===== src/logic/rvcPkg.sv =====
`default_nettype none

package rvcPkg;

  localparam int unsigned xlen     = 32;
  localparam int unsigned parcelW  = 16;
  localparam int unsigned regW     = 5;  // Full register index
  localparam int unsigned cRegW    = 3;  // Compressed register index x8..x15
  localparam int unsigned funct3W  = 3;
  localparam int unsigned opcodeW  = 7;

  typedef enum logic [1:0] {
    qdZero = 2'b00,
    qdOne  = 2'b01,
    qdTwo  = 2'b10,
    qdFull = 2'b11  // Not compressed
  } rvcQuadrant;

  typedef enum logic [1:0] {
    esExpanded,
    esFull,
    esIllegal,
    esUnsupported
  } expandStatus;

  // Base opcodes produced by the expander
  typedef enum logic [opcodeW-1:0] {
    opLoad   = 7'b0000011,
    opOpImm  = 7'b0010011,
    opStore  = 7'b0100011,
    opOp     = 7'b0110011,
    opLui    = 7'b0110111,
    opBranch = 7'b1100011
  } rvOpcode;

  typedef struct packed {
    logic [xlen-1:0] pc;
    logic [xlen-1:0] raw;           // Upper half zero when compressed
    logic            isCompressed;
  } fetchBundle;

  typedef struct packed {
    logic [xlen-1:0] pc;
    logic [xlen-1:0] instr;
    expandStatus     status;
  } expandedInstr;

endpackage

`default_nettype wire


===== src/logic/parcelAssembler.sv =====
`timescale 1ns/1ps
`default_nettype none

module parcelAssembler #(
  parameter logic [rvcPkg::xlen-1:0] resetPc = '0
) (
  input  logic                       clk,
  input  logic                       rstN,
  input  logic                       parcelReq,
  input  logic [rvcPkg::parcelW-1:0] parcelData,
  output logic                       parcelAck,
  output logic                       push,
  output rvcPkg::fetchBundle         pushBundle,
  input  logic                       full
);
  import rvcPkg::*;

  typedef enum logic {
    fsIdle,
    fsAckHold
  } fetchState;

  fetchState          state;
  logic [xlen-1:0]    pcReg;    // pc of the next instruction
  logic [parcelW-1:0] lowHalf;
  logic               halfValid;
  logic               accept;
  logic               startsFull;

  assign accept     = (state == fsIdle) && parcelReq && !full;
  assign startsFull = rvcQuadrant'(parcelData[1:0]) == qdFull;
  assign push       = accept && (halfValid || !startsFull);
  assign parcelAck  = (state == fsAckHold);

  // Bundle carries the pc of its first parcel
  always_comb begin
    pushBundle.pc = pcReg;
    if (halfValid) begin
      pushBundle.raw          = {parcelData, lowHalf};
      pushBundle.isCompressed = 1'b0;
    end else begin
      pushBundle.raw          = {{(xlen - parcelW){1'b0}}, parcelData};
      pushBundle.isCompressed = 1'b1;
    end
  end

  always_ff @(posedge clk or negedge rstN) begin
    if (!rstN) begin
      state <= fsIdle;
    end else begin
      case (state)
        fsIdle: begin
          if (accept) begin
            state <= fsAckHold;
          end
        end
        fsAckHold: begin
          if (!parcelReq) begin
            state <= fsIdle;  // Four-phase return to zero
          end
        end
        default: state <= fsIdle;
      endcase
    end
  end

  always_ff @(posedge clk or negedge rstN) begin
    if (!rstN) begin
      pcReg     <= resetPc;
      halfValid <= 1'b0;
    end else if (accept) begin
      if (halfValid) begin
        halfValid <= 1'b0;
        pcReg     <= pcReg + xlen'(4);
      end else if (startsFull) begin
        halfValid <= 1'b1;  // Wait for upper half
      end else begin
        pcReg     <= pcReg + xlen'(2);
      end
    end
  end

  always_ff @(posedge clk) begin
    if (accept && !halfValid) begin
      lowHalf <= parcelData;
    end
  end

endmodule

`default_nettype wire


===== src/logic/fetchQueue.sv =====
`timescale 1ns/1ps
`default_nettype none

module fetchQueue #(
  parameter int unsigned queueDepth = 4
) (
  input  logic               clk,
  input  logic               rstN,
  input  logic               push,
  input  rvcPkg::fetchBundle pushBundle,
  output logic               full,
  input  logic               pop,
  output rvcPkg::fetchBundle headBundle,
  output logic               empty
);
  import rvcPkg::*;

  localparam int unsigned addrW = $clog2(queueDepth);

  fetchBundle       mem [queueDepth];
  logic [addrW:0]   wrPtr;  // Extra bit marks wrap
  logic [addrW:0]   rdPtr;

  assign empty      = (wrPtr == rdPtr);
  assign full       = (wrPtr[addrW] != rdPtr[addrW]) &&
                      (wrPtr[addrW-1:0] == rdPtr[addrW-1:0]);
  assign headBundle = mem[rdPtr[addrW-1:0]];

  always_ff @(posedge clk or negedge rstN) begin
    if (!rstN) begin
      wrPtr <= '0;
      rdPtr <= '0;
    end else begin
      if (push) begin
        wrPtr <= wrPtr + 1'b1;
      end
      if (pop) begin
        rdPtr <= rdPtr + 1'b1;
      end
    end
  end

  always_ff @(posedge clk) begin
    if (push) begin
      mem[wrPtr[addrW-1:0]] <= pushBundle;
    end
  end

endmodule

`default_nettype wire


===== src/logic/rvcExpander.sv =====
`timescale 1ns/1ps
`default_nettype none

module rvcExpander (
  input  rvcPkg::fetchBundle        bundle,
  output logic [rvcPkg::xlen-1:0]   instr,
  output rvcPkg::expandStatus       status
);
  import rvcPkg::*;

  logic [parcelW-1:0] cInst;
  rvcQuadrant         quad;
  logic [funct3W-1:0] funct3;
  logic [regW-1:0]    rdFull;     // Bits 11:7
  logic [regW-1:0]    rs2Full;    // Bits 6:2
  logic [cRegW-1:0]   rs1Short;
  logic [cRegW-1:0]   rs2Short;
  logic [regW-1:0]    rs1Prime;
  logic [regW-1:0]    rs2Prime;
  logic [11:0]        immSpn;
  logic [11:0]        immMem;
  logic [11:0]        immCi;
  logic [19:0]        immLui;
  logic [12:0]        immB;

  assign cInst    = bundle.raw[parcelW-1:0];
  assign quad     = rvcQuadrant'(cInst[1:0]);
  assign funct3   = cInst[15:13];
  assign rdFull   = cInst[11:7];
  assign rs2Full  = cInst[6:2];
  assign rs1Short = cInst[9:7];
  assign rs2Short = cInst[4:2];
  assign rs1Prime = {2'b01, rs1Short};
  assign rs2Prime = {2'b01, rs2Short};

  // Scrambled immediates
  assign immSpn = {2'b00, cInst[10:7], cInst[12:11], cInst[5], cInst[6], 2'b00};
  assign immMem = {5'b00000, cInst[5], cInst[12:10], cInst[6], 2'b00};
  assign immCi  = {{7{cInst[12]}}, cInst[6:2]};
  assign immLui = {{15{cInst[12]}}, cInst[6:2]};
  assign immB   = {{5{cInst[12]}}, cInst[6:5], cInst[2], cInst[11:10], cInst[4:3], 1'b0};

  always_comb begin
    instr  = bundle.raw;    // Raw parcel unless expanded
    status = esUnsupported;
    if (!bundle.isCompressed) begin
      status = esFull;
    end else begin
      case (quad)
        qdZero: begin
          case (funct3)
            3'b000: begin
              if (cInst == '0) begin
                status = esIllegal;
              end else begin  // C.ADDI4SPN
                instr  = {immSpn, 5'd2, 3'b000, rs2Prime, opOpImm};
                status = esExpanded;
              end
            end
            3'b010: begin  // C.LW
              instr  = {immMem, rs1Prime, 3'b010, rs2Prime, opLoad};
              status = esExpanded;
            end
            3'b100: status = esIllegal;
            3'b110: begin  // C.SW
              instr  = {immMem[11:5], rs2Prime, rs1Prime, 3'b010, immMem[4:0], opStore};
              status = esExpanded;
            end
            default: status = esUnsupported;
          endcase
        end

        qdOne: begin
          case (funct3)
            3'b000: begin  // C.ADDI, C.NOP
              instr  = {immCi, rdFull, 3'b000, rdFull, opOpImm};
              status = esExpanded;
            end
            3'b010: begin  // C.LI
              instr  = {immCi, 5'd0, 3'b000, rdFull, opOpImm};
              status = esExpanded;
            end
            3'b011: begin
              if (rdFull != 5'd2) begin  // C.LUI, sp form left out
                instr  = {immLui, rdFull, opLui};
                status = esExpanded;
              end
            end
            3'b100: begin
              case (cInst[11:10])
                2'b10: begin  // C.ANDI
                  instr  = {immCi, rs1Prime, 3'b111, rs1Prime, opOpImm};
                  status = esExpanded;
                end
                2'b11: begin
                  status = esExpanded;
                  case ({cInst[12], cInst[6:5]})
                    3'b000: instr = {7'b0100000, rs2Prime, rs1Prime, 3'b000, rs1Prime, opOp};
                    3'b001: instr = {7'b0000000, rs2Prime, rs1Prime, 3'b100, rs1Prime, opOp};
                    3'b010: instr = {7'b0000000, rs2Prime, rs1Prime, 3'b110, rs1Prime, opOp};
                    3'b011: instr = {7'b0000000, rs2Prime, rs1Prime, 3'b111, rs1Prime, opOp};
                    3'b110, 3'b111: status = esIllegal;  // Reserved
                    default: status = esUnsupported;     // SUBW, ADDW
                  endcase
                end
                default: status = esUnsupported;  // Shifts
              endcase
            end
            3'b110: begin  // C.BEQZ
              instr  = {immB[12], immB[10:5], 5'd0, rs1Prime, 3'b000,
                        immB[4:1], immB[11], opBranch};
              status = esExpanded;
            end
            default: status = esUnsupported;
          endcase
        end

        qdTwo: begin
          if (funct3 == 3'b100 && cInst[12] && rs2Full != '0) begin  // C.ADD
            instr  = {7'b0000000, rs2Full, rdFull, 3'b000, rdFull, opOp};
            status = esExpanded;
          end
        end

        default: status = esUnsupported;
      endcase
    end
  end

endmodule

`default_nettype wire


===== src/logic/expandStage.sv =====
`timescale 1ns/1ps
`default_nettype none

module expandStage (
  input  logic                 clk,
  input  logic                 rstN,
  input  logic                 empty,
  input  rvcPkg::fetchBundle   headBundle,
  output logic                 pop,
  output logic                 instReq,
  input  logic                 instAck,
  output rvcPkg::expandedInstr instOut
);
  import rvcPkg::*;

  typedef enum logic [1:0] {
    osIdle,
    osReq,
    osRelease
  } outState;

  outState         state;
  logic [xlen-1:0] expInstr;
  expandStatus     expStatus;

  rvcExpander u_rvcExpander (
    .bundle (headBundle),
    .instr  (expInstr),
    .status (expStatus)
  );

  assign pop = (state == osIdle) && !empty;

  always_ff @(posedge clk or negedge rstN) begin
    if (!rstN) begin
      state   <= osIdle;
      instReq <= 1'b0;
    end else begin
      case (state)
        osIdle: begin
          if (!empty) begin
            state <= osReq;
          end
        end
        osReq: begin
          if (!instReq) begin
            instReq <= 1'b1;  // instOut settled one cycle earlier
          end else if (instAck) begin
            instReq <= 1'b0;
            state   <= osRelease;
          end
        end
        osRelease: begin
          if (!instAck) begin
            state <= osIdle;
          end
        end
        default: state <= osIdle;
      endcase
    end
  end

  always_ff @(posedge clk) begin
    if (pop) begin
      instOut <= '{pc: headBundle.pc, instr: expInstr, status: expStatus};
    end
  end

endmodule

`default_nettype wire


===== src/logic/rvcFrontEnd.sv =====
`timescale 1ns/1ps
`default_nettype none

module rvcFrontEnd #(
  parameter logic [rvcPkg::xlen-1:0] resetPc    = 32'h0000_1000,
  parameter int unsigned             queueDepth = 4
) (
  input  logic                       clk,
  input  logic                       rstN,
  input  logic                       parcelReq,
  input  logic [rvcPkg::parcelW-1:0] parcelData,
  output logic                       parcelAck,
  output logic                       instReq,
  input  logic                       instAck,
  output rvcPkg::expandedInstr       instOut
);
  import rvcPkg::*;

  logic       push;
  logic       full;
  logic       pop;
  logic       empty;
  fetchBundle pushBundle;
  fetchBundle headBundle;

  parcelAssembler #(
    .resetPc (resetPc)
  ) u_parcelAssembler (
    .clk        (clk),
    .rstN       (rstN),
    .parcelReq  (parcelReq),
    .parcelData (parcelData),
    .parcelAck  (parcelAck),
    .push       (push),
    .pushBundle (pushBundle),
    .full       (full)
  );

  fetchQueue #(
    .queueDepth (queueDepth)
  ) u_fetchQueue (
    .clk        (clk),
    .rstN       (rstN),
    .push       (push),
    .pushBundle (pushBundle),
    .full       (full),
    .pop        (pop),
    .headBundle (headBundle),
    .empty      (empty)
  );

  expandStage u_expandStage (
    .clk        (clk),
    .rstN       (rstN),
    .empty      (empty),
    .headBundle (headBundle),
    .pop        (pop),
    .instReq    (instReq),
    .instAck    (instAck),
    .instOut    (instOut)
  );

endmodule

`default_nettype wire


===== config.mk =====
export PLATFORM = sky130hd
export DESIGN_NAME = rvcFrontEnd
export DESIGN_NICKNAME = d
export VERILOG_FILES = /design/src/logic/rvcPkg.sv /design/src/logic/parcelAssembler.sv /design/src/logic/fetchQueue.sv /design/src/logic/rvcExpander.sv /design/src/logic/expandStage.sv /design/src/logic/rvcFrontEnd.sv
export SDC_FILE = /design/constraint.sdc
export NUM_CORES = 1
export LEC_CHECK = 0
export BUFFER_PORTS_ARGS = -buffer_cell sky130_fd_sc_hd__buf_4
export CAP_MARGIN = 20
export CORE_MARGIN = 10
export CORE_UTILIZATION = 60
export CTS_BUF_LIST = sky130_fd_sc_hd__clkbuf_4 sky130_fd_sc_hd__clkbuf_8
export DETAILED_ROUTE_END_ITERATION = 7
export GPL_ROUTABILITY_DRIVEN = 0
export PLACE_DENSITY = 0.79
export SETUP_SLACK_MARGIN = 0.4
export SYNTH_ARGS = -nofsm -noshare
export SYNTH_HDL_FRONTEND = slang
export SYNTH_SLANG_ARGS = --single-unit

===== constraint.sdc =====
create_clock -name clk -period 11.3 [get_ports clk]
set_input_delay 2.26 -clock clk [delete_from_list [all_inputs] [get_ports clk]]
set_output_delay 2.26 -clock clk [all_outputs]
set_load 0.01 [all_outputs]

# After elaboration in Yosys (flattened, before gate mapping)
# Memories as Yosys holds them, arrays and structs flattened.
# Cells that the tools add are included.
[op_classes]
add_sub_neg = 4
n_reduce_logical = 25
mux = 34
n_bitwise = 1
n_eq_ne = 25
[op_table]
columns = ["op", "n"]
rows = [
  ["$mux W32", 6],
  ["$pmux W32 S3", 2],
  ["$pmux W32 S5", 1],
  ["$pmux W32 S4", 1],
  ["$pmux W32 S2", 1],
  ["$mux W33", 1],
  ["$add A32 B2 Y32 const B", 1],
  ["$add A32 B3 Y32 const B", 1],
  ["$pmux W2 S3", 4],
  ["$logic_not A16 Y1", 1],
  ["$mux W2", 7],
  ["$eq A3 B2 Y1 const B", 4],
  ["$eq A3 B3 Y1 const B", 4],
  ["$eq A2 B2 Y1 const B", 5],
  ["$logic_and A1 B1 Y1", 8],
  ["$mux W1", 8],
  ["$pmux W2 S2", 2],
  ["$add A3 B1 Y3 const B", 2],
  ["$logic_not A3 Y1", 2],
  ["$ne A2 B2 Y1 const B", 3],
  ["$ne A5 B2 Y1 const B", 1],
  ["$reduce_bool A5 Y1", 1],
  ["$eq A2 B1 Y1 const B", 2],
  ["$logic_not A1 Y1", 4],
  ["14 further kinds", 17],
]
[totals]
in_bits = 20
wordCells = 101
reg_bits = 125
memories = 1
mem_bits_rw = 260
output_inout_bits = 68
[memory_table]
columns = ["memory", "words", "word_bits", "read_ports", "rd_ports_with_merged_regs", "write_ports", "line", "text"]
rows = [
  ["u_fetchQueue.mem", 4, 65, 1, 0, 1, "fetchQueue.sv:20", "fetchBundle mem [queueDepth];"],
]

# Longest topological paths before layout
# Gate-level depths: netlist (run 1).
[depth]
depth_word = 7
ltp_mapped = 12
depth_no_buf = 8

# Cells and area by module
# Synthesis (run 1) repeated with hierarchy kept, for this count alone.
[hier_totals]
hier_cells = 948
area_unflattened_um2 = 16046.6
[by_module_without_submodules]
columns = ["mod", "seq_area_each_um2", "area_per_inst_um2", "instances", "cells_each"]
rows = [
  ["fetchQueue", 7957.6, 9756.9, 1, 370],
  ["parcelAssembler", 1307.5, 2387.3, 1, 201],
  ["expandStage", 2057.0, 2110.8, 1, 77],
  ["rvcExpander", 0.0, 1791.7, 1, 300],
]

# Worst setup path after synthesis (run 1)
# No wires, ideal clock.
[synth_path]
path_kind = "register -> register"
from = "register u_fetchQueue.rdPtr[0]"
to = "register u_fetchQueue.rdPtr[1]"
path_stages_with_launch = 9
path_buffers = 3
slack_ns = 4.817
setup_time_ns = 0.088
t_arrival_ns = 6.395
period_less_slack_ns = 6.483
path_cell_list = "dfrtp_1 buf_6 buf_12 buf_12 xnor2_1 nand2_1 nor2_1 nor3_1 mux2_2"
[synth_via]
elab_chain_cells = 3
word_cells_on_any_way = 4
cone_classes = "add/sub: 1; eq/ne: 1; reduce/logical: 2"
[synth_rtl]
columns = ["item", "line", "text"]
rows = [
  ["from (decl)", "fetchQueue.sv:22", "logic [addrW:0] rdPtr;"],
  ["from (signal assigned)", "fetchQueue.sv:38", "rdPtr <= rdPtr + 1'b1;"],
  ["$eq A3 B3 Y1", "fetchQueue.sv:24", "assign empty = (wrPtr == rdPtr);"],
  ["$logic_not A1 Y1", "expandStage.sv:32", "assign pop = (state == osIdle) && !empty;"],
  ["$logic_and A1 B1 Y1", "expandStage.sv:32", ""],
  ["named net pop", "rvcFrontEnd.sv:21", "logic pop;"],
]
# The timed path passes the listed nets, and every way through them passes these cells.
# A chain may end at the register's enable or synchronous reset.

# Final worst setup path (run 1)
[layout_path]
from = "register u_fetchQueue.rdPtr[0]"
to = "register, netlist name u_expandStage.instOut[27]"
[layout_via]
elab_chain_cells = 7
word_cells_on_any_way = 29
cone_classes = "eq/ne: 12; mux: 9; reduce/logical: 7; memory: 1"
[layout_rtl]
columns = ["item", "line", "text"]
rows = [
  ["$mem_v2 Z4 W65 *", "n/a", ""],
  ["$eq A3 B2 Y1, or another cell as far along", "rvcExpander.sv:97", "case ({cInst[12], cInst[6:5]})"],
  ["$pmux W32 S4 or $logic_and A1 B1 Y1 (tied branches)", "rvcExpander.sv:97, rvcExpander.sv:119", ""],
  ["$pmux W32 S2 or $logic_and A1 B1 Y1 (tied branches)", "rvcExpander.sv:90, rvcExpander.sv:119", ""],
  ["$pmux W32 S5 or $mux W32 (tied branches)", "rvcExpander.sv:74, rvcExpander.sv:119", ""],
  ["$pmux W32 S3", "rvcExpander.sv:49", "case (quad)"],
  ["$mux W32 *", "rvcExpander.sv:46", "if (!bundle.isCompressed) begin"],
  ["named net u_expandStage.expInstr[25]", "expandStage.sv:23", "logic [xlen-1:0] expInstr;"],
]
# The timed path passes the listed nets; every way through them passes the cells marked *.

==> results of run 1 <==
sequential cells by signal, summed over array words and instances (netlist names):
| register | flops |
|---|---|
| u_parcelAssembler.halfValid | 1 |
| u_fetchQueue.mem | 256 |
| u_expandStage.instReq | 1 |
| u_fetchQueue.wrPtr | 3 |
| u_parcelAssembler.lowHalf | 16 |
| u_parcelAssembler.pcReg | 31 |
| u_expandStage.instOut | 65 |
| u_fetchQueue.rdPtr | 3 |
| u_parcelAssembler.parcelAck | 1 |
| u_expandStage.state | 2 |
area by class of cell:
class / count / area, um2 / share of cell area
clock inverter: 21 / 161 / 0.00905
inverter: 14 / 52.6 / 0.00295
sequential: 379 / 11200 / 0.626
multi-input combinational: 491 / 4320 / 0.242
timing repair buffer: 97 / 728 / 0.0408
clock buffer: 79 / 981 / 0.0550
tap: 335 / 419 / 0.0235
critical path: stages, from the launching register on:
cell and delay, ps:
dfrtp_4 630, buf_4 520, buf_4 570, mux4_2 740, nor2b_1 810, o21ai_2 370
nor2_1 320, o311ai_0 310, o211ai_1 210
power by group:
group | internal [W] | switching (W) | leakage [nW] | total, W
combinational | 0.000729 | 0.00118 | 1.99 | 0.00191
clock | 0.000607 | 0.000490 | 0.604 | 0.00110
sequential | 0.00198 | 0.000138 | 3.71 | 0.00212
total | 0.00332 | 0.00181 | 6.30 | 0.00513
metal layers:
| layer | vias to the layer above | track usage | part of all wire |
|---|---|---|---|
| met5 | - | 0 | 0 |
| met4 | 0 | 0.0667 | 0.031 |
| met1 | 4460 | 0.257 | 0.40 |
| li1 | 3903 | - | - |
| met2 | 507 | 0.315 | 0.49 |
| met3 | 116 | 0.0392 | 0.081 |
cells by family after synthesis:
family | after synthesis | share of synthesized area
AO/OA/AOI/OAI | 160 | 0.0698
XOR/XNOR | 36 | 0.0200
adder cells (fa/ha/maj) | 7 | 0.00555
buffers and inverters | 57 | 0.0189
flip-flops | 379 | 0.708
multiplexers | 93 | 0.112
other | 1 | 0.000238
AND/OR/NAND/NOR | 194 | 0.0656
per-stage QoR:
step	utilization	cell area, um2
after detailed placement	0.643	16700
after CTS	0.687	17800
after global placement	0.643	16700
final	0.687	17800
after global routing	0.687	17800
after floorplan	-	15800
worst min-delay path by stage:
stage                                      startpoint                                 to  slack (ps)  cells past startpoint
floorplan           u_fetchQueue.wrPtr[2]$_DFFE_PN0P_  u_fetchQueue.wrPtr[2]$_DFFE_PN0P_         460                      1
global placement    u_fetchQueue.wrPtr[2]$_DFFE_PN0P_  u_fetchQueue.wrPtr[2]$_DFFE_PN0P_         470                      1
detailed placement  u_fetchQueue.wrPtr[2]$_DFFE_PN0P_  u_fetchQueue.wrPtr[2]$_DFFE_PN0P_         480                      1
CTS                 u_fetchQueue.wrPtr[2]$_DFFE_PN0P_  u_fetchQueue.wrPtr[2]$_DFFE_PN0P_         490                      1
global route        u_fetchQueue.wrPtr[2]$_DFFE_PN0P_  u_fetchQueue.wrPtr[2]$_DFFE_PN0P_         520                      1
finish              u_fetchQueue.wrPtr[2]$_DFFE_PN0P_  u_fetchQueue.wrPtr[2]$_DFFE_PN0P_         480                      1
cells in the final DEF, fill, tap and decap left out, types with 14 or more instances in the layout:
cell type / count
inv_1: 14
o21ai_0: 32
buf_4: 97
clkbuf_8: 62
edfxtp_1: 337
nor2_1: 37
clkbuf_4: 17
xnor2_1: 26
mux2_2: 21
a21oi_1: 35
mux4_2: 61
dfrtp_1: 39
and2_1: 19
nand2_1: 57
nand3_1: 18
==> results.toml, run 1 <==
[timing]
fin_crit_ps = 4710
fin_worst_skew_ps = 23.6
setup-violations-final = 0
slew_headroom = 0.333
fin_crit_sh = 0.417
setup-tns-final_ps = 0
grt_setup_unrepaired = "false"
whs_ps = 484
worst_slew_pin_slew_ps = 1000
fmax_ghz = 0.212
setup_ws_ps = 6590
finalHoldViolations = 0
slew_violations = 0

[synth]
yosysTopAreaCell = "edfxtp_1"
synth_top_area_share = 0.641
ys_top_cells_by_area = "edfxtp_1 (64%), mux4_2 (8.7%), dfrtp_1 (6.5%)"
synth.most_common_cell = "edfxtp_1"
async_reset_ff_frac = 0.111
seq_area_frac_synth = 0.708
syn_area_per_cell_um2 = 17.0
synth_cell_types = 78
syn_area_mm2 = 0.0158
synth_seq_cells = 379
synth_edf_count = 337
synthesis.nets = 954
netlist_instances = 927
ys.warnings.count = 0
synth_common_cells = "edfxtp_1 (337), mux4_2 (61), nand2_1 (57), dfrtp_1 (41), nor2_1 (37)"
ys.flop_type = "edfxtp_1"

[finish]
num_antenna_cells = 0
fill_cells = 1643
fin_nets = 1065
syn_to_final_growth_pct = 13.0
drive_gt1_frac = 0.278
stdcell_count = 1416

[cts]
clk_pin_slew_worst_paths_ps = 60
cts_resized = 0
cts_made_buffers = 55
cts_root_buffer = "clkbuf_8"
cts_tree = "built"
insertion_delay_ps = 580
postCtsHoldBufs = 0
cts_setup_buffers = 0
htree_levels = 2
clock-sinks = 379
clk_path_buf_depth = 3

[pwr]
powerDensity_mw_per_mm2 = 287
total_power_w = 0.00513
ir_worst_vdd_uv = 286
leakagePower_nw = 6.30

[place]
port_buffers = 86
dpl_worst_slack_ps = 6200
hpwl_um = 20300
placedCellCount = 1316

[global_routing]
grt_overflow = 0
grt_pass1_wl_um = 51400
grt_max_degree = 66
grt_antenna_before_repair = 0
grt_use_total = 0.194
first_global_vias = 9209

[setup_path]
cp-end-kind = "register"
crit_fanout = 29
crit_type = "register to register"
crit_arrival_ps = 5100
required_ps = 11690
reg2reg_slack_ps = 6590
cp-start-kind = "register"
r2r_end = "u_expandStage.instOut[27]$_DFFE_PP_"
crit_path_start = "u_fetchQueue.rdPtr[0]$_DFFE_PN0P_"
r2r_start = "u_fetchQueue.rdPtr[0]$_DFFE_PN0P_"
r2r_cells = 8
crit_end = "u_expandStage.instOut[27]$_DFFE_PP_"

[floorplan]
core_area_mm2 = 0.0260
fp.dieH_um = 182
ioPinCount = 88
core.rowCount = 59
initial_core_util = 0.607
dieArea_mm2 = 0.0332
dieWidth_um = 182

[drt]
drtIter0Drc = 1250
vias_per_cell = 6.35
final_antenna_net_count = 0
drtPass1Iterations = 6
post-route-drc-count = 0
wl_per_cell_um = 23.1
vias = 8986
drt-total-wl_um = 32700

[hold_path]
hold_class = "register to register"

[run_status]
outcome = "complete, no violations"

[run]
maxCapViolCount = 0
Power figures use the tool's default switching activity.
==> run 2, diff against run 1 <==
Settings changed: ABC_AREA set to 1, PLACE_DENSITY 0.79 to 0.78.
Clock period 11.3 ns to 4.72 ns, I/O delays scaled along.
==> run 2 against run 1 <==
  * The flow now finishes with violations (design-rule violations)
  * Combinational power grew to 3.3 times the previous value
  * Clock power grew to 2.6 times the previous value
  * Wire length grew 28%
  * Sequential cell count is the same
  * First-iteration DRC count grew 35%
  * Largest cell class unchanged
  * Highest routed layer unchanged
==> results.toml, run 2 <==
[run_status]
outcome = "finished with violations"
violations = "design-rule violations"

[global_routing]
first_global_vias = 12204
grt_antenna_before_repair = 0
busiest_layer = "met2"
grtUsageMet2 = 0.384
grt_use_met1 = 0.282
grt_overflow = 0
grt_max_degree = 95
use_met3 = 0.0652
grt_pass1_wl_um = 66400
grt_use_total = 0.234

[finish]
fin_nets = 1719
drive_gt1_frac = 0.162
fin_area_mm2 = 0.0192
finish.utilization = 0.689
fill_cells = 2005
syn_to_final_growth_pct = 12.9
num_antenna_cells = 0
final_cell_mix = "nand2_1 (417), edfxtp_1 (337), nor2_1 (157), o21ai_0 (117)"
mostFrequentLayoutCell = "nand2_1"
largest_reg_flops = 256

[drt]
drtPass1Iterations = 8
drtIter0Drc = 1689
vias = 12423
vias_per_cell = 5.87
drt-total-wl_um = 41800
post-route-drc-count = 164
wl_per_cell_um = 19.7
final_antenna_net_count = 0

[setup_path]
required_ps = 5070
cp-start-kind = "register"
crit_type = "register to register"
r2r_start = "u_fetchQueue.rdPtr[0]$_DFFE_PN0P_"
r2r_end = "u_expandStage.instOut[24]$_DFFE_PP_"
cp-end-kind = "register"
crit_fanout = 94
reg2reg_slack_ps = 1150
r2r_cells = 10
crit_path_start = "u_fetchQueue.rdPtr[0]$_DFFE_PN0P_"
crit_arrival_ps = 3910

[cts]
clk_pin_slew_worst_paths_ps = 70
cts_resized = 0
htree_levels = 2
cts_made_buffers = 56
insertion_delay_ps = 610
cts_root_buffer = "clkbuf_8"
postCtsHoldBufs = 0
clock-sinks = 379
clk_path_buf_depth = 3
cts_setup_buffers = 0
cts_tree = "built"

[synth]
synthesis.nets = 1621
synth_adder_area_share = 0.00515
synth_top_area_share = 0.595
netlist_instances = 1594
synth.most_common_cell = "nand2_1"
seq_area_frac_synth = 0.657
ys.flop_type = "edfxtp_1"
synth_xor_area_frac = 0.0170
synth_cell_types = 48
yosys-mux-area-fraction = 0
syn_area_per_cell_um2 = 10.7
ys.warnings.count = 0
synth_common_cells = "nand2_1 (417), edfxtp_1 (337), nor2_1 (161), o21ai_0 (117), nand3_1 (96)"
ys_top_cells_by_area = "edfxtp_1 (60%), nand2_1 (9.2%), dfrtp_1 (6.0%)"
async_reset_ff_frac = 0.111
synth_compound_area_frac = 0.0744
yosysTopAreaCell = "edfxtp_1"
synth_seq_cells = 379
synth_edf_count = 337
synth-simple-area-share = 0.201
synth_top_family_by_area = "simple AND/OR/NAND/NOR gates"
syn_area_mm2 = 0.0170

[place]
port_buffers = 86
hpwl_um = 27000
dpl_worst_slack_ps = 1330
placed_area_mm2 = 0.0180

[run]
maxCapViolCount = 0

[floorplan]
initial_core_util = 0.610
ioPinCount = 88
core.rowCount = 61
dieArea_mm2 = 0.0355
dieWidth_um = 188
core_area_mm2 = 0.0279
fp.dieH_um = 188

[pwr]
swShare = 0.428
sequentialPowerShare = 0.363
switchingPower_w = 0.00617
powerDensity_mw_per_mm2 = 751
leakagePower_nw = 7.68
power.share.clock = 0.198
total_power_w = 0.0144
comb_power_share = 0.440
ir_worst_vdd_uv = 642
p_int_w = 0.00824

[timing]
worst_slew_pin_slew_ps = 948
setup-tns-final_ps = 0
fin_crit_sh = 0.756
slew_violations = 0
fin_crit_ps = 3570
setup_ws_ps = 1150
fmax_ghz = 0.280
setup-violations-final = 0
grt_setup_unrepaired = "false"
slew_headroom = 0.368
fin_worst_skew_ps = 29.3
finalHoldViolations = 0

[hold_path]
hold_class = "input port to asynchronous set/reset pin"
run 2: cell count changes in the layout (fill, tap and decap cells not counted), sizes merged, moves of 11 or more:
cell,change
o22ai,+36
nand3,+81
nand2,+398
xor2,+12
and2,-23
o21ai,+91
nor2,+138
xnor2,-15
nand4,+11
nor3,+16
mux2,-21
mux4,-64
inv,+97
run 2: per-stage QoR:
stage	hold WS (ps)	std cells
global placement	473	2012
floorplan	460	1594
CTS	312	2117
detailed placement	490	2012
finish	315	2117
global route	328	2117
run 2: layout make-up:
class	count	area [um2]	share of cell area
timing repair buffer	100	801	0.0417
clock buffer	78	955	0.0497
multi-input combinational	1044	5090	0.265
inverter	111	422	0.0220
sequential	379	11200	0.582
clock inverter	27	275	0.0143
tap	378	473	0.0246
run 2: power by group through the flow:
stage | registers, W | clock network, W | logic (W)
after global placement | 0.00526 | 0 | 0.00600
after detailed placement | 0.00529 | 0 | 0.00610
after floorplan | 0.00536 | 0 | 0.00407
final | 0.00523 | 0.00285 | 0.00633
after global routing | 0.00530 | 0.00304 | 0.00691
after CTS | 0.00523 | 0.00288 | 0.00614
run 2: critical path, stage by stage (launching register included):
cell	delay [ps]
dfrtp_4	650
inv_4	740
nand2_1	110
nand3_1	120
nand2_2	130
nor2_4	570
inv_2	240
a21oi_2	340
nand3_2	150
nand3_1	90
nand2_1	70
run 2: cell families after synthesis:
family / Yosys count
compound gates: 227
xor+xnor: 33
fa+ha+maj: 7
buf+inv: 171
flops: 379
other cells: 1
simple gates: 776
run 2: per-layer routing:
layer | up-vias | routed length, um
li1 | 5689 | -
met1 | 5850 | 15800
met2 | 693 | 20000
met3 | 191 | 3900
met4 | 0 | 2050
met5 | - | 0
run 2: how the worst max path moves through the flow:
| stage | endpoint | slack (ps) | cells past startpoint |
|---|---|---|---|
| 3_3_place_gp | u_expandStage.instOut[17]$_DFFE_PP_ | 1430 | 10 |
| 4_1_cts | u_expandStage.instOut[24]$_DFFE_PP_ | 1290 | 10 |
| 6_report | u_expandStage.instOut[24]$_DFFE_PP_ | 1150 | 10 |
| 3_5_place_dp | u_expandStage.instOut[24]$_DFFE_PP_ | 1330 | 10 |
| 5_1_grt | u_expandStage.instOut[24]$_DFFE_PP_ | 930 | 10 |
| 2_1_floorplan | u_fetchQueue.mem[0][0]$_DFFE_PP_ | 150 | 6 |
